File: src/rtl/fe_pkg.sv
package fe_pkg;

	// radix 2^8 layout, limb 0 least significant
	localparam int NUM_LIMBS = 32;

	// one radix-2^8 limb
	typedef logic [7:0] limb_t;

	// column accumulator, holds 32 folded 8x8 products
	typedef logic [31:0] word_t;

	// column / pass index
	typedef logic [4:0] pass_idx_t;

	// 256-bit field element
	typedef limb_t [NUM_LIMBS-1:0] fe_t;

	// per-limb product vector
	typedef word_t [NUM_LIMBS-1:0] wide_t;

	// one multiply request
	typedef struct packed {
		fe_t a;
		fe_t b;
	} mul_req_t;

	// operand set for a single column pass
	typedef struct packed {
		pass_idx_t idx;
		fe_t       a;
		fe_t       b_rot;
	} pass_t;

	// 2^256 = 38 mod p, used for wrapped column terms
	localparam word_t FOLD_MUL = 32'd38;

	// 2^255 = 19 mod p, used when squeezing the top limb
	localparam word_t TOP_FOLD = 32'd19;

endpackage

File: src/rtl/operand_rotator.sv
`timescale 1ns/1ps

module operand_rotator (
	input  logic              clk,
	input  logic              rst_n,
	input  logic              issue,
	input  fe_pkg::pass_idx_t issue_idx,
	input  fe_pkg::mul_req_t  op,
	output logic              pass_vld,
	output fe_pkg::pass_t     pass
);
	import fe_pkg::*;

	fe_t b_rot;

	// limb pair j of column i pairs a[j] with b[(i - j) mod 32]
	// index math wraps in 5 bits
	always_comb begin
		for (int j = 0; j < NUM_LIMBS; j++) begin
			b_rot[j] = op.b[pass_idx_t'(issue_idx - pass_idx_t'(j))];
		end
	end

	// valid strobe
	always_ff @(posedge clk) begin
		if (!rst_n) begin
			pass_vld <= 1'b0;
		end else begin
			pass_vld <= issue;
		end
	end

	// operand register, first stage of the pass pipeline
	always_ff @(posedge clk) begin
		if (issue) begin
			pass.idx   <= issue_idx;
			pass.a     <= op.a;
			pass.b_rot <= b_rot;
		end
	end

endmodule

File: config.mk
export PLATFORM = sky130hd
export DESIGN_NAME = operand_rotator
export DESIGN_NICKNAME = d
export VERILOG_FILES = /design/src/rtl/fe_pkg.sv /design/src/rtl/operand_rotator.sv
export SDC_FILE = /design/constraint.sdc
export NUM_CORES = 1
export LEC_CHECK = 0
export BUFFER_PORTS_ARGS = -buffer_cell sky130_fd_sc_hd__buf_4
export CORE_AREA = 2 2 405 407
export DETAILED_ROUTE_END_ITERATION = 7
export DIE_AREA = 0 0 407 409
export MAX_ROUTING_LAYER = met4
export SETUP_SLACK_MARGIN = 0.5
export SLEW_MARGIN = 20
export SYNTH_ARGS = -nofsm -noshare
export SYNTH_HDL_FRONTEND = slang
export SYNTH_SLANG_ARGS = --single-unit
File: constraint.sdc
create_clock -name clk -period 5.13 [get_ports clk]
set_clock_uncertainty 0.15 [all_clocks]
set_input_delay 0.513 -clock clk [delete_from_list [all_inputs] [get_ports clk]]
set_output_delay 0.513 -clock clk [all_outputs]
set_load 0.01 [all_outputs]
==> reports/qor.txt <==
final worst slack - 1410 ps
ANT nets after route - 0
relative slew slack - 28.4%
Post-synth EDFFs - 517
antenna violations before repair - 82
Core ar. - 162000 sq um
max-cap violations - 0
H-tree levels - 3
Placer Congestion - 0.959
die width - 407 um
Synth top area share - 46.3%
Top Family by Delay on Critical Path - buffers and inverters
RSZ-0062 raised after global routing - false
P&R area growth vs syn - 44.8%
TritonCTS buffer count - 68
# nets final - 4695
WP depth - 7
CP Capture Type - register
Worst-Margin Slew - 1070 ps
Final Cell Area - 48600 sq um
ys flop type - edfxtp_1
peak supply drop - 0.242 mV
status - finished clean
IO Pins - 1038
Post-synth top cells - nand2_1 (772), edfxtp_1 (517), o22ai_1 (312)
overall power - 16.2 mW
Setup violations, final - 0
layout cells sized above 1 - 37.5%
Final Hold Vio Count - 0
CP max FO - 32
CP max stage delay - 800 ps
DRC Markers - 0
non-filler instance count after layout - 6450
number of synthesized register bits - 518
Worst Path Arrival - 3960 ps
power share of the clock group - 28.8%
Die H - 409 um
logic gate share of total power - 35.9%
Power Density - 334 nW/um^2
vias in the first global route - 30900
Lkg Pwr - 19.4 nW
post_cts resized - 0
Slew Limit Fails - 0
Worst Path Required - 5370 ps
maximum buffer depth of the clock tree - 3
grt ovf - 0
sequential share of power - 35.3%
Tmin final - 3720 ps
Synth cell types - 41
Yosys top cell by area - edfxtp_1
die area - 166000 sq um
Sw Ratio - 36.7%
Max Fclk - 269 MHz
Port Buf Inserts - 1037
Reg clk slew, reported paths - 60 ps
placed cell count - 6007
DR WL/cell - 34.5 um
Net Count, Synth - 3528
Post-synth ARST share - 0%
row count - 148
DRT iter0 DRCs - 4219
Pre-Repair DR Iteration Count - 6
CTS tree - done
root buf cell - clkbuf_16
fin crit share - 72.6%
worst hold path depth - 1
maximum number of pins on one net before global-route repair - 113
Hold Buf Count CTS - 258
slowest CP cell - xor2_4
Post-CTS Setup Bufs - 0
gr usage total - 26.3%
P_int - 10.3 mW
vias after detailed routing - 33600
CP Buf/Inv Count - 2
Hold Path Class - in -> reg
critical path type - in -> reg
setup_tns - 0 ps
hpwl dp - 181000 um
Core Util, Final - 30.0%
Initial Util - 20.7%
cells after synthesis - 2993
Avg Vias per Cell - 5.21
pre-CTS setup slack - 824 ps
most common cell in the netlist - nand2_1
number of synthesis warnings - 0
Synth area leaders - edfxtp_1 (46%), mux4_2 (17%), nand2_1 (8.6%), o22ai_1 (5.8%), mux2i_1 (3.8%)
Post-Syn Area - 33600 sq um
Seq/Total Area, Yosys - 46.3%
Avg Cell Area, Syn - 11.2 sq um
startpoint types - primary input
# clock sinks - 518
CP Cell Sequence - buf_4 -> clkinv_1 -> ha_1 -> a21oi_1 -> xor2_4 -> nand3_1 -> and4_1
first-pass GRT wire length - 286000 um
Sw Pwr - 5.96 mW
Placed Instance Area - 43800 sq um
WHS - 147 ps
final wirelength - 223000 um
## state kept, by name, indices dropped and copies added, names as in the netlist
signal    flops
pass        517
pass_vld      1
## final timing paths
| check | endpoint | slack [ps] | from |
|---|---|---|---|
| min | pass[515]$_DFFE_PP_ | 150 | issue_idx[3] |
| max | pass[203]$_DFFE_PP_ | 1410 | issue_idx[2] |
## area by class of cell
| class | count | area (sq um) |
|---|---|---|
| antenna | 62 | 155 |
| fill | 16600 | 113000 |
| inverter | 6 | 22.5 |
| sequential | 518 | 15500 |
| multi-input combinational | 2218 | 17100 |
| clock buffer | 85 | 1790 |
| timing repair buffer | 1348 | 10900 |
| tap | 2175 | 2720 |
| clock inverter | 38 | 297 |
## power groups by stage
stage	clock network [mW]	registers, mW	logic (mW)
6_report	4.67	5.72	5.83
3_3_place_gp	0	5.82	5.58
3_5_place_dp	0	5.81	5.62
2_1_floorplan	0	5.88	2.41
5_1_grt	4.93	5.76	6.09
4_1_cts	4.81	5.74	5.82
## metal layers
metal | GRT usage (%) | part of all wire, %
met5 | - | 0
met4 | 13.2 | 5.6
met3 | 7.91 | 10
met2 | 43.1 | 48
met1 | 28.8 | 36
## placed cells by master (no fill, tap or decap), types with 9 or more instances in the layout
cell           synthesis  final
nor3_1                21     21
mux2i_1              127    127
mux2_2               103    103
diode_2                0     62
xnor2_4                0      9
mux4_2               258    258
and4_1                32     32
a22oi_1               30     30
edfxtp_1             517    517
clkbuf_1             135     16
o22ai_1              312    312
nand2_1              772    772
nand3_1              218    218
clkinv_2               0     11
ha_1                  15     13
clkbuf_16              0     69
buf_4                 19   1076
clkinv_1               1     11
a22o_1                56     56
dlygate4sd3_1          0    258
nand2b_1              12     12
buf_12                 0     11
a211oi_1              14     14
nor2_1               187    183
xnor2_1               13     10
## logic make-up (layout without fill, tap and decap cells)
logic type | after synthesis | after routing | synth area share, %
adders and majority gates | 15 | 15 | 0.559
AOI/OAI and AO/OA | 428 | 428 | 8.55
DFF | 518 | 518 | 46.3
xor gates and xnor gates | 32 | 32 | 1.01
other | 0 | 62 | 0
buffers and inverters | 257 | 1477 | 3.36
muxes | 489 | 489 | 24.6
and+or+nand+nor | 1254 | 1254 | 15.6
Note: power is estimated with default switching activity, not from simulation.
