==> config.mk <==
export PLATFORM = sky130hd
export DESIGN_NAME = squeeze_unit
export DESIGN_NICKNAME = d
export VERILOG_FILES = /design/src/rtl/fe_pkg.sv /design/src/rtl/squeeze_unit.sv
export SDC_FILE = /design/constraint.sdc
export NUM_CORES = 2
export LEC_CHECK = 0
export BUFFER_PORTS_ARGS = -buffer_cell sky130_fd_sc_hd__buf_2
export CAP_MARGIN = 10
export CORE_MARGIN = 2
export CORE_UTILIZATION = 50
export DETAILED_ROUTE_END_ITERATION = 10
export GPL_TIMING_DRIVEN = 0
export PLACE_DENSITY = 0.69
export SYNTH_ARGS = -nofsm -noshare
export SYNTH_HDL_FRONTEND = slang
export SYNTH_SLANG_ARGS = --single-unit
export TNS_END_PERCENT = 5
==> constraint.sdc <==
create_clock -name clk -period 8.7 [get_ports clk]
set_clock_uncertainty 0.15 [all_clocks]
set_input_delay 0 -clock clk [delete_from_list [all_inputs] [get_ports clk]]
set_output_delay 0 -clock clk [all_outputs]
set_load 0.02 [all_outputs]
==> src/rtl/fe_pkg.sv <==
package fe_pkg;

	// radix 2^8 layout, limb 0 least significant
	localparam int NUM_LIMBS = 32;

	// one radix-2^8 limb
	typedef logic [7:0] limb_t;

	// column accumulator, holds 32 folded 8x8 products
	typedef logic [31:0] word_t;

	// column / pass index
	typedef logic [4:0] pass_idx_t;

	// 256-bit field element
	typedef limb_t [NUM_LIMBS-1:0] fe_t;

	// per-limb product vector
	typedef word_t [NUM_LIMBS-1:0] wide_t;

	// one multiply request
	typedef struct packed {
		fe_t a;
		fe_t b;
	} mul_req_t;

	// operand set for a single column pass
	typedef struct packed {
		pass_idx_t idx;
		fe_t       a;
		fe_t       b_rot;
	} pass_t;

	// 2^256 = 38 mod p, used for wrapped column terms
	localparam word_t FOLD_MUL = 32'd38;

	// 2^255 = 19 mod p, used when squeezing the top limb
	localparam word_t TOP_FOLD = 32'd19;

endpackage

==> src/rtl/squeeze_unit.sv <==
`timescale 1ns/1ps

module squeeze_unit (
	input  logic          clk,
	input  logic          rst_n,
	input  logic          col_vld,
	input  fe_pkg::word_t col_sum,
	output logic          col_full,
	input  logic          sq_go,
	output logic          done,
	output fe_pkg::fe_t   result
);
	import fe_pkg::*;

	localparam pass_idx_t LAST = pass_idx_t'(NUM_LIMBS - 1);

	word_t      mem [NUM_LIMBS];
	pass_idx_t  wptr;
	logic [5:0] step;
	logic [5:0] cur_step;
	logic       active;
	logic       running;
	logic       fin;
	pass_idx_t  limb_sel;
	logic       round;
	word_t      carry;
	word_t      carry_in;
	word_t      sum;

	// sq_go itself performs step 0 with an empty carry
	assign running  = sq_go || active;
	assign cur_step = sq_go ? 6'd0 : step;
	assign limb_sel = cur_step[4:0];
	assign round    = cur_step[5];
	assign carry_in = sq_go ? '0 : carry;
	assign sum      = carry_in + mem[limb_sel];

	// column store, then in-place carry write-back
	always_ff @(posedge clk) begin
		if (col_vld) begin
			mem[wptr] <= col_sum;
		end else if (running) begin
			// top limb keeps 7 bits in round 0, 8 bits in round 1
			if (limb_sel == LAST && !round) begin
				mem[limb_sel] <= word_t'(sum[6:0]);
			end else begin
				mem[limb_sel] <= word_t'(sum[7:0]);
			end
		end
	end

	// carry out of each limb
	// bits 255 and up wrap to the bottom times 19
	always_ff @(posedge clk) begin
		if (running) begin
			if (limb_sel == LAST && !round) begin
				carry <= TOP_FOLD * (sum >> 7);
			end else begin
				carry <= sum >> 8;
			end
		end
	end

	// write pointer, step counter and strobes
	always_ff @(posedge clk) begin
		if (!rst_n) begin
			wptr     <= '0;
			col_full <= 1'b0;
			step     <= '0;
			active   <= 1'b0;
			fin      <= 1'b0;
			done     <= 1'b0;
		end else begin
			col_full <= col_vld && (wptr == LAST);
			if (col_vld) begin
				wptr <= wptr + 1'b1;
			end
			// 64 steps, two rounds of 32 limbs
			if (running) begin
				step   <= cur_step + 1'b1;
				active <= (cur_step != 6'd63);
			end
			fin  <= running && (cur_step == 6'd63);
			done <= fin;
		end
	end

	// output register, held until the next squeeze
	always_ff @(posedge clk) begin
		if (fin) begin
			for (int j = 0; j < NUM_LIMBS; j++) begin
				result[j] <= mem[j][7:0];
			end
		end
	end

endmodule

==> summary.md <==
| Metric | Value |
|---|---|
| Worst-case vdd ir drop | `0.4003 mV` |
| Worst-path fanout max | `10` |
| Sequential fraction of the synthesis area | `between 70% and 80%` |
| Max-cap check violation count | `0` |
| H-tree depth | `4` |
| Synth Instances | `~3,100` |
| Via density | `around 6.2` |
| TritonCTS clock tree | `built` |
| IO buf count | `293` |
| NumNets Final | `3,705` |
| WL/cell | `slightly below 30 µm` |
| Detailed Routing Iterations Pass 1 | `8` |
| Count of buffer and inverter cells on the critical path | `8` |
| Grt peak-use layer | `met2` |
| EDFF count, synth | `about 1,300` |
| Max clock buf depth | `3` |
| Max Transition Viols Final | `0` |
| Layout cells sized above 1 | `approximately 22%` |
| DRT iter0 DRCs | `between 4,000 and 5,000` |
| WHS | `-0.004576 ns` |
| Final antenna-violating net count | `0` |
| Worst Path Arrival | `roughly 8.7 ns` |
| Startpoint type of the worst setup path | `register` |
| Post-detail-place hpwl | `about 100,000 µm` |
| Residual DRC | `0` |
| Clock Tree Root | `clkbuf_16` |
| Initial core utilization | `about half` |
| Vias post-DR | `~31,000` |
| Status | `complete, but fails checks` |
| Netlist cell types | `65` |
| Endpoints failing hold | `13` |
| Core ar. | `0.1068 mm²` |
| HP Class | `primary input to register` |
| Initial antenna violation count | `3` |
| Max incr delay on CP | `0.53 ns` |
| Ports | `294` |
| Fin crit share | `between 90% and 100%` |
| Crit Path Class | `register to register` |
| Top FF cell, synth | `edfxtp_1` |
| Crit path top cell by count | `nand2_1` |
| Post-synth design cell area | `0.05367 mm²` |
| Number of global-route vias before repair | `30,388` |
| Clk pin slew, worst setup/hold paths | `0.06 ns` |
| Failing checks | `negative hold slack` |
| Placed Instances | `a little under 5,000` |
| Syn Area/Cell | `approximately 17 µm²` |
| Endpoints failing setup | `0` |
| Slew @ Worst Pin | `1.198 ns` |
| Tot GR Track Use | `a little over a quarter` |
| Syn nets | `approximately 3,200` |
| Worst EP required | `about 9 ns` |
| Met3 usage in global routing | `~4.8%` |
| Static leakage | `between 20 and 25 nW` |
| Achievable frequency | `roughly 120 MHz` |
| Die Y | `331.6 µm` |
| Met2 usage | `a little over two fifths` |
| Clock sinks | `about 1,300` |
| Final Non-Filler Cells | `5,062` |
| First-pass GRT wire length | `roughly 210,000 µm` |
| Met1 Use GR | `between 30% and 40%` |
| Post-synth ARST share | `0%` |
| Total wire length | `146,900 µm` |
| GPL Wtd Cong | `about 0.91` |
| Die width | `between 300 and 400 µm` |
| Fillcell total | `approximately 7,800` |
| Relative slew slack | `roughly a fifth` |
| Worst Slack Setup Final | `0.3135 ns` |
| Pwr dens | `around 280 mW/mm²` |
| Number of synthesized register bits | `between 1,000 and 1,500` |
| Final min period | `between 8 and 9 ns` |
| Worst slack at placement | `-1.166 ns` |
| CP endpoint kind | `register` |
| Grt ovf | `0` |
| Yosys warnings | `0` |
| Std-Cell Rows | `120` |
| Worst skew pair latency | `roughly 0.75 ns` |
| Largest net degree at the start of global routing | `~80` |
| Slowest-stage cell, CP | `mux4_2` |
| TritonCTS Buffers | `between 100 and 150` |
| CP top delay family | `compound AO/OA/AOI/OAI gates` |
| Area Growth Syn to Fin | `16.99%` |
| Die area | `roughly 0.11 mm²` |
## what timing repair did
action | 4_1_cts | 5_1_grt
hold buffers | 14 | 3
pin swaps | 1 | 6
endpoints found under the setup margin | 17 | 16
buffers inserted | 0 | 5
endpoints found under the hold margin | 324 | 70
gates resized for setup | 55 | 91
gates cloned | 0 | 0
## final cells by class
type                            instances  area [µm²]  share of cell area [%]
Inverter                               98       367.9                  0.5858
Antenna cell                            1       2.502                0.003985
Timing Repair Buffer                  360        2620                   4.172
Clock buffer                          169        3452                   5.498
Clock inverter                         62       670.6                   1.068
Buffer                                157       834.6                   1.329
Sequential cell                      1325       39640                   63.13
Multi-Input combinational cell       1487       13450                   21.41
Tap cell                             1403        1755                   2.796
## power breakdown
group          leakage (nW)  switching (mW)  internal [mW]
clock                  1.99            2.41           3.08
sequential             12.0          0.0304           7.23
combinational          7.69            2.83           1.90
## state kept, by name, summed over array words and instances (netlist names)
signal	count
col_full	1
step	6
result	256
active	1
done	1
wptr	5
carry	30
fin	1
mem	1024
## routing by layer
layer,up-vias,part of all wire [%]
li1,13180,-
met5,-,0.0088
met2,1792,48
met1,15921,38
met4,2,4.5
met3,334,9.2
## final timing paths
path	from	end	slack, ns	depth (start not counted)
max	step[0]$_SDFFE_PN0N_	carry[28]$_SDFFCE_PN0N_	0.31	35
min	col_sum[30]	mem[6][30]$_DFFE_PP_	-0.005	2
max reg2reg	step[0]$_SDFFE_PN0N_	carry[28]$_SDFFCE_PN0N_	0.31	35
min reg2reg	mem[20][1]$_DFFE_PP_	result[161]$_DFFE_PP_	0.26	0
## synth_stat cells (12+ instances only)
library cell | count | area, µm²
a221oi_1 | 120 | 1051
nand3_1 | 73 | 365.4
xnor2_1 | 40 | 350.3
buf_2 | 37 | 185.2
nor2b_1 | 41 | 256.5
o21ai_0 | 41 | 205.2
nor2_1 | 73 | 274.0
a21o_1 | 30 | 225.2
edfxtp_1 | 1310 | 39340
buf_1 | 14 | 52.55
dfxtp_1 | 15 | 300.3
a31oi_1 | 12 | 75.07
ha_1 | 88 | 1101
and2_1 | 34 | 212.7
a21oi_1 | 60 | 300.3
xor2_1 | 17 | 148.9
inv_1 | 95 | 356.6
mux2_2 | 14 | 157.7
fa_1 | 22 | 440.4
clkbuf_1 | 103 | 386.6
mux4_2 | 123 | 2770
mux2i_1 | 249 | 2492
nand2_1 | 245 | 919.6
o311ai_0 | 60 | 525.5
## through the flow
stage / hold slack [ns] / utilization [%] / total power, mW / TNS (ns) / area (µm²)
after floorplan: -0.01257 / - / 10.78 / 0 / 53670
after global placement: 0.1348 / 53.29 / 11.88 / -143.90 / 56890
after detailed placement: 0.1425 / 54.40 / 11.96 / -11.43 / 58070
after CTS: 0.0002667 / 58.51 / 17.39 / 0 / 62460
after global routing: 0.02967 / 58.82 / 18.34 / -0.03450 / 62790
final: -0.004576 / 58.82 / 17.47 / 0 / 62790
## logic make-up (layout without fill, tap and decap cells)
family | count (synthesis) | in the layout | synth area share [%]
flops | 1325 | 1325 | 73.85
fa+ha+maj | 110 | 110 | 2.872
other cells | 0 | 1 | 0
compound gates | 409 | 409 | 5.719
simple gates | 523 | 523 | 4.481
xor+xnor | 58 | 58 | 0.9605
mux | 387 | 387 | 10.15
buf+inv | 259 | 846 | 1.968
## layout by cell type (no fill, tap or decap), types with 22 or more instances in the layout
cell | Yosys | layout
clkinv_1 | 1 | 24
buf_12 | 0 | 34
o21ai_0 | 41 | 35
fa_1 | 22 | 22
a221oi_1 | 120 | 120
mux2i_1 | 249 | 248
nand3_1 | 73 | 72
o311ai_0 | 60 | 48
clkbuf_1 | 103 | 105
mux4_2 | 123 | 123
nand2_1 | 245 | 241
and2_1 | 34 | 34
clkbuf_16 | 0 | 132
ha_1 | 88 | 84
nor2_4 | 0 | 32
nor2b_1 | 41 | 41
a21o_1 | 30 | 30
xnor2_1 | 40 | 36
buf_2 | 37 | 314
edfxtp_1 | 1310 | 1310
a21oi_1 | 60 | 58
nor2_1 | 73 | 41
inv_1 | 95 | 95
clkbuf_2 | 0 | 26
(Power assumes the default switching activity.)
