## src/rtl/fe_pkg.sv

```systemverilog
package fe_pkg;

	// radix 2^8 layout, limb 0 least significant
	localparam int NUM_LIMBS = 32;

	// one radix-2^8 limb
	typedef logic [7:0] limb_t;

	// column accumulator, holds 32 folded 8x8 products
	typedef logic [31:0] word_t;

	// column / pass index
	typedef logic [4:0] pass_idx_t;

	// 256-bit field element
	typedef limb_t [NUM_LIMBS-1:0] fe_t;

	// per-limb product vector
	typedef word_t [NUM_LIMBS-1:0] wide_t;

	// one multiply request
	typedef struct packed {
		fe_t a;
		fe_t b;
	} mul_req_t;

	// operand set for a single column pass
	typedef struct packed {
		pass_idx_t idx;
		fe_t       a;
		fe_t       b_rot;
	} pass_t;

	// 2^256 = 38 mod p, used for wrapped column terms
	localparam word_t FOLD_MUL = 32'd38;

	// 2^255 = 19 mod p, used when squeezing the top limb
	localparam word_t TOP_FOLD = 32'd19;

endpackage

```

## src/rtl/mul_ctrl.sv

```systemverilog
`timescale 1ns/1ps

module mul_ctrl (
	input  logic              clk,
	input  logic              rst_n,
	input  logic              start,
	input  fe_pkg::mul_req_t  req,
	output logic              issue,
	output fe_pkg::pass_idx_t issue_idx,
	output fe_pkg::mul_req_t  op,
	input  logic              col_full,
	output logic              sq_go,
	input  logic              done,
	output logic              busy
);
	import fe_pkg::*;

	localparam pass_idx_t LAST = pass_idx_t'(NUM_LIMBS - 1);

	typedef enum logic [1:0] {
		IDLE,
		ISSUE,
		DRAIN,
		SQUEEZE
	} state_t;

	state_t state;

	// one pass per cycle while issuing
	assign issue = (state == ISSUE);
	assign busy  = (state != IDLE);

	always_ff @(posedge clk) begin
		if (!rst_n) begin
			state     <= IDLE;
			issue_idx <= '0;
			sq_go     <= 1'b0;
		end else begin
			sq_go <= 1'b0;
			case (state)
				// starts while busy never reach this branch
				IDLE: begin
					if (start) begin
						state     <= ISSUE;
						issue_idx <= '0;
					end
				end
				ISSUE: begin
					issue_idx <= issue_idx + 1'b1;
					if (issue_idx == LAST) begin
						state <= DRAIN;
					end
				end
				// passes still in the pipeline
				DRAIN: begin
					if (col_full) begin
						sq_go <= 1'b1;
						state <= SQUEEZE;
					end
				end
				SQUEEZE: begin
					if (done) begin
						state <= IDLE;
					end
				end
				default: state <= IDLE;
			endcase
		end
	end

	// operand latch
	always_ff @(posedge clk) begin
		if (state == IDLE && start) begin
			op <= req;
		end
	end

endmodule

```

## config.mk

```make
export PLATFORM = sky130hd
export DESIGN_NAME = mul_ctrl
export DESIGN_NICKNAME = d
export VERILOG_FILES = /design/src/rtl/fe_pkg.sv /design/src/rtl/mul_ctrl.sv
export SDC_FILE = /design/constraint.sdc
export NUM_CORES = 1
export LEC_CHECK = 0
export ABC_AREA = 1
export BUFFER_PORTS_ARGS = -buffer_cell sky130_fd_sc_hd__buf_2
export CAP_MARGIN = 20
export CORE_AREA = 2 2 408 410
export CTS_CLUSTER_SIZE = 14
export DETAILED_ROUTE_END_ITERATION = 10
export DIE_AREA = 0 0 410 412
export PLACE_DENSITY = 0.3
export SETUP_SLACK_MARGIN = 0.3
export SLEW_MARGIN = 30
export SYNTH_ARGS = -nofsm -noshare
export SYNTH_HDL_FRONTEND = slang
export SYNTH_SLANG_ARGS = --single-unit
```

## constraint.sdc

```tcl
create_clock -name clk -period 29.3 [get_ports clk]
set_clock_uncertainty 0.2 [all_clocks]
set_input_delay 2.93 -clock clk [delete_from_list [all_inputs] [get_ports clk]]
set_output_delay 2.93 -clock clk [all_outputs]
set_load 0.01 [all_outputs]
```

==> impl_metrics.csv, run 1 <==
group,metric,value,unit
yosys,synthCells,583,
pwr,ir_drop,0.0458,mV
yosys,synth_area_leaders,"edfxtp_1, dfxtp_1, ha_1",
yosys,synth_top_family_by_area,"simple AND/OR/NAND/NOR gates",
sta,setup_viol,0,
clock_tree,path_clk_slew,0.05,ns
yosys,synth_area_leader_cell,"edfxtp_1",
pwr,leakage,10.4,nW
routing,drc,0,
floorplan,num_rows,149,
clock_tree,h-tree-depth,3,
global_routing,grt_pass1_vias,11500,
yosys,syn-mean-instance-area,27.2,um2
floorplan,ios,1037,
routing,drt_iter0_markers,639,
layout,multi_input_area,269,um2
sta,drv_slew,0,
global_routing,gr-total-overflow,0,
clock_tree,cts_root_buffer,"clkbuf_16",
global_routing,antenna_found_initial,75,
routing,ant_nets,0,
clock_tree,cts_buffer_depth,3,
sta,rsz0062_at_grt,"no",
layout,drive_gt1_share,65.5,%
global_routing,grt_max_degree,160,
layout,instances_no_fill,3945,
clock_tree,ctsResizeCount,0,
floorplan,core,164000,um2
sta,worstMarginPinSlew,0.933,ns
yosys,synth_fa_ha_area_share,0.552,%
sta,max_clock_freq,179,MHz
sta,fin_crit_sh,19.0,%
routing,wire_per_inst,21.5,um
setup_path,crit_path_end_kind,"flop",
clock_tree,clock-sinks,520,
setup_path,cp-start-kind,"input port",
global_routing,grt_usage,9.54,%
clock_tree,cts_tree,"done",
place,hpwl,69.7,mm
run_status,outcome,"finished clean",
global_routing,grt_pass1_wl,107,mm
yosys,muxShareOfSynthArea,0,%
yosys,yosysUniqueCellTypes,12,
run,max_cap_viol_count,0,
layout,area_delta_synth_final,65.0,%
place,place_inst,3813,
floorplan,start_util,9.65,%
routing,vias,10800,
clock_tree,cts-buffers-inserted,71,
yosys,synth_compound_area_share,0.213,%
layout,layout.nets,2222,
yosys,synth_xor_area_share,0,%
setup_path,critPathMaxFanout,109,
yosys,synth.cell_area,15900,um2
sta,hold_viol,0,
min_path,hold_class,"reg2reg",
layout,regArea,15500,um2
sta,timing.max_slew.rel_slack,37.8,%
yosys,synth.yosys.seq_area_share,98.0,%
routing,avgViaCountPerCell,2.75,
yosys,yosysTopAreaCellShare,97.0,%
setup_path,arrival,5.64,ns
yosys,ys_warn_count,0,
floorplan,die_area,169000,um2
place,routabilityCongestion,0.920,
pwr,fin_total_pwr,2.35,mW
place,numPortBuffers,1036,
setup_path,required,29.37,ns
sta,period_minus_slack,5.57,ns
routing,dr.pass1.iters,4,
routing,routed_wl,84.7,mm
clock_tree,clock_insertion_delay_worst_skew,0.63,ns
pwr,powerDensity,89.8,nW/um2
clock_tree,cts_setup_buffers,0,
sta,setup_tns,0,ns
yosys,synth-seq-cells,520,
yosys,syn_nets,1107,
clock_tree,cts-hold-fix-buffers,0,
layout,fillCellCount,18200,
floorplan,die_h,412,um
setup_path,path_class,"in2reg",
yosys,synth-simple-area-share,0.931,%
floorplan,die_w,410,um
[registers in the layout, summed over array words and instances, names as in the netlist]
name	count
issue_idx	5
op	512
state	2
sq_go	1
[kinds of logic after synthesis]
kind of cell	Yosys count
AOI/OAI and AO/OA	6
adders and majority gates	7
buffers and inverters	13
DFF	520
and+or+nand+nor	37
[cells in the mapped netlist]
cell type / count
nand2_1: 20
inv_1: 12
edfxtp_1: 512
nor2_1: 12
inv_2: 1
o21ai_2: 1
nand3_1: 3
a21oi_1: 5
dfxtp_1: 8
nand2_2: 1
ha_1: 7
and3_1: 1
[worst max-delay path, cell delays in order]
cell	delay [ns]
buf_2	0.14
nand2_1	0.17
inv_8	0.62
buf_4	0.77
buf_4	0.74
[layout make-up]
cell class | instances | share of cell area (%)
flip-flops and latches | 520 | 59.4
repair buffers | 1042 | 20.1
well taps | 2189 | 10.5
clock buffers | 86 | 7.41
clock inverters | 41 | 1.34
multi-input cells | 50 | 1.03
inverters | 13 | 0.215
diodes | 4 | 0.0383
[cells in the final DEF, fill, tap and decap left out, types with 2 or more instances in the layout]
| cell type | n |
|---|---|
| inv_1 | 11 |
| clkinvlp_4 | 2 |
| nand3_1 | 3 |
| a21oi_1 | 5 |
| buf_4 | 4 |
| nand2_1 | 20 |
| clkbuf_1 | 10 |
| bufinv_16 | 5 |
| clkinv_1 | 15 |
| ha_1 | 7 |
| clkinv_2 | 12 |
| diode_2 | 4 |
| nor2_1 | 12 |
| clkbuf_16 | 76 |
| inv_6 | 4 |
| dfxtp_1 | 8 |
| edfxtp_1 | 512 |
| buf_2 | 1036 |
| clkinv_4 | 2 |
[routing by layer]
| layer | wire [um] | vias up | global-route usage [%] |
|---|---|---|---|
| met5 | 50 | - | 0 |
| met3 | 9870 | 180 | 4.87 |
| met1 | 30300 | 5368 | 10.3 |
| met2 | 42000 | 708 | 16.3 |
| li1 | - | 4577 | - |
| met4 | 2390 | 8 | 2.59 |
[through the flow]
stage                     worst slack [ns]  util [%]  cell area (um2)  hold WS [ns]
after detailed placement             23.03      14.5            23800         0.286
final                                23.73      15.9            26200         0.294
after global placement               23.18      14.5            23800         0.291
after CTS                            23.80      15.9            26100         0.295
after global routing                 23.60      15.9            26200         0.322
after floorplan                      15.19         -            15900         0.297
[report_power, final]
group | total, mW | internal [mW] | switching [mW]
Sequential | 1.07 | 1.02 | 0.0554
Clock | 0.864 | 0.515 | 0.349
Combinational | 0.410 | 0.121 | 0.289
Total | 2.35 | 1.65 | 0.693
[path summary, 6_finish.rpt]
kind                      from           end  slack (ns)  cells past startpoint
setup / recovery         start       op[214]       23.73                      5
hold / removal    issue_idx[4]  issue_idx[4]        0.29                      2
setup reg to reg      state[0]       op[214]       25.43                      6
hold reg to reg   issue_idx[4]  issue_idx[4]        0.29                      2
Note: power is estimated with default switching activity, not from simulation.
==> inputs of run 2 (changes only) <==
--- a/config.mk
+++ b/config.mk
@@ -8,10 +8,10 @@
 export ABC_AREA = 1
 export BUFFER_PORTS_ARGS = -buffer_cell sky130_fd_sc_hd__buf_2
 export CAP_MARGIN = 20
-export CORE_AREA = 2 2 408 410
+export CORE_AREA = 2 2 398 400
 export CTS_CLUSTER_SIZE = 14
 export DETAILED_ROUTE_END_ITERATION = 10
-export DIE_AREA = 0 0 410 412
+export DIE_AREA = 0 0 400 402
 export PLACE_DENSITY = 0.3
 export SETUP_SLACK_MARGIN = 0.3
 export SLEW_MARGIN = 30
==> constraint.sdc (replaced) <==
create_clock -name clk -period 5.3 [get_ports clk]
set_clock_uncertainty 0.2 [all_clocks]
set_input_delay 0.53 -clock clk [delete_from_list [all_inputs] [get_ports clk]]
set_output_delay 0.53 -clock clk [all_outputs]
set_load 0.01 [all_outputs]
==> run 2 against run 1 <==
Register-to-register slack worse by 23 ns. Routed wire length is 9.8% lower. Clock power grew to 4.6 times the previous value. Via count increased by 14%. Design area increased by 18%. Count of clock-buffer cells in the layout fell by 15. Cell count up 10%. Power rose to 5.3 times the previous value. Global-route usage decreased by 0.51 points. Critical endpoint is now op[288].
==> impl_metrics.csv, run 2 (synthesized netlist as in run 1, its figures left out) <==
group,metric,value,unit
global_routing,grt_max_degree,132,
floorplan,die_area,161000,um2
routing,routed_wl,76.4,mm
sta,hold_viol,0,
clock_tree,clock_insertion_delay_worst_skew,0.66,ns
global_routing,grt_pass1_wl,103,mm
global_routing,gr-total-overflow,0,
setup_path,arrival,2.72,ns
sta,period_minus_slack,2.59,ns
routing,dr.pass1.iters,6,
sta,fin_crit_sh,48.9,%
floorplan,die_h,402,um
clock_tree,clock-sinks,520,
floorplan,num_rows,146,
floorplan,start_util,10.1,%
routing,vias,12400,
layout,top_register,"op",
sta,timing.max_slew.rel_slack,45.3,%
clock_tree,cts_tree,"done",
place,numPortBuffers,1036,
place,routabilityCongestion,0.891,
clock_tree,path_clk_slew,0.06,ns
setup_path,cp_cell_sequence,"inv_2, ha_4, nand2_4, clkinvlp_4, buf_12, buf_12",
layout,area_delta_synth_final,94.6,%
setup_path,cp_slowest_cell,"clkinvlp_4",
setup_path,cp-start-kind,"flop",
global_routing,grt_pass1_vias,14000,
layout,top_regs,"op: 512 flops, issue_idx: 5 flops, state: 2 flops",
layout,post-route-util,19.6,%
layout,fin_area,30800,um2
global_routing,antenna_found_initial,27,
min_path,hp-start,"req[402]",
clock_tree,cts_buffer_depth,3,
setup_path,path_class,"reg2reg",
layout,final_cell_mix,"buf_2, dlygate4sd3_1, edfxtp_1",
setup_path,crit_path_end_kind,"flop",
setup_path,r2r-start,"state[0]",
global_routing,grt_usage,9.03,%
setup_path,critPathLaunch,"state[0]",
clock_tree,cts_setup_buffers,0,
sta,drv_slew,0,
layout,layout_commonest_cell,"buf_2",
sta,setup_tns,0,ns
pwr,leakage,12.3,nW
layout,largest_reg_flops,512,
clock_tree,cts-buffers-inserted,61,
setup_path,required,5.43,ns
sta,worstMarginPinSlew,0.820,ns
global_routing,use_met2,16.1,%
layout,instances_no_fill,4338,
min_path,hold_class,"in2reg",
setup_path,max_stage_delay,0.52,ns
global_routing,grt_use_met1,10.1,%
sta,max_clock_freq,385,MHz
floorplan,ios,1037,
clock_tree,h-tree-depth,2,
routing,wire_per_inst,17.6,um
pwr,fin_total_pwr,12.5,mW
floorplan,die_w,400,um
pwr,powerDensity,404,nW/um2
place,placed_area,23800,um2
routing,drc,0,
place,hpwl,61.1,mm
pwr,ir_drop,0.249,mV
layout,drive_gt1_share,50.8,%
global_routing,use_met3,2.66,%
run,max_cap_viol_count,0,
global_routing,grt.busiest_layer,"met2",
sta,rsz0062_at_grt,"no",
setup_path,crit_path_frequent_cell,"buf_12",
floorplan,core,157000,um2
routing,drt_iter0_markers,613,
setup_path,critPathMaxFanout,75,
routing,avgViaCountPerCell,2.86,
routing,ant_nets,0,
clock_tree,cts_root_buffer,"clkbuf_16",
run_status,outcome,"finished clean",
layout,layout.nets,2738,
sta,setup_viol,0,
place,place_inst,3709,
run 2: cell types whose count changed in the layout (fill, tap and decap cells not counted), sizes merged, moves of 3 or more:
cell	delta
dlygate4sd3	+514
clkbuf	-15
buf	+12
clkinv	-6
diode	+6
clkinvlp	+4
bufinv	-3
run 2: critical path, delay by kind of cell (launching register included):
family | cells | cell delay [ns]
flip-flops | 1 | 0.37
buffers and inverters | 4 | 1.27
AND/OR/NAND/NOR | 1 | 0.08
adder cells (fa/ha/maj) | 1 | 0.18
run 2: report_power, final:
part | switching, mW | total (mW) | internal (mW)
clock | 1.77 | 3.97 | 2.20
sequential | 0.238 | 5.86 | 5.62
combinational | 1.66 | 2.64 | 0.980
run 2: final cells by class:
cell class	instances	area, um2
clock buffer	71	1560
clock inverter	34	274
antenna	10	25.0
fill	17100	126000
timing repair buffer	1568	10500
multi-input combinational	50	289
inverter	13	52.6
tap	2072	2590
sequential	520	15500
run 2: per-stage QoR:
step	hold WS (ns)	worst slack [ns]
2_1_floorplan	0.289	-3.64
3_3_place_gp	0.273	2.66
3_5_place_dp	0.281	2.59
4_1_cts	0.0296	2.62
5_1_grt	0.0374	2.53
6_report	0.0472	2.71
run 2: worst paths after layout:
kind,end,slack [ns],cells past startpoint
setup / recovery,op[288],2.71,6
hold / removal,op[402],0.05,1
setup reg to reg,op[288],2.71,6
hold reg to reg,issue_idx[4],0.29,2
run 2: repair_timing:
item	4_1_cts	5_1_grt
resized for setup	0	0
endpoints found under the hold margin	517	0
hold buffers	514	0
run 2: routing by layer:
| layer | vias up | routed length (um) |
|---|---|---|
| met5 | - | 27 |
| met3 | 125 | 5990 |
| met4 | 4 | 2630 |
| li1 | 5604 | - |
| met1 | 6068 | 29100 |
| met2 | 591 | 38700 |
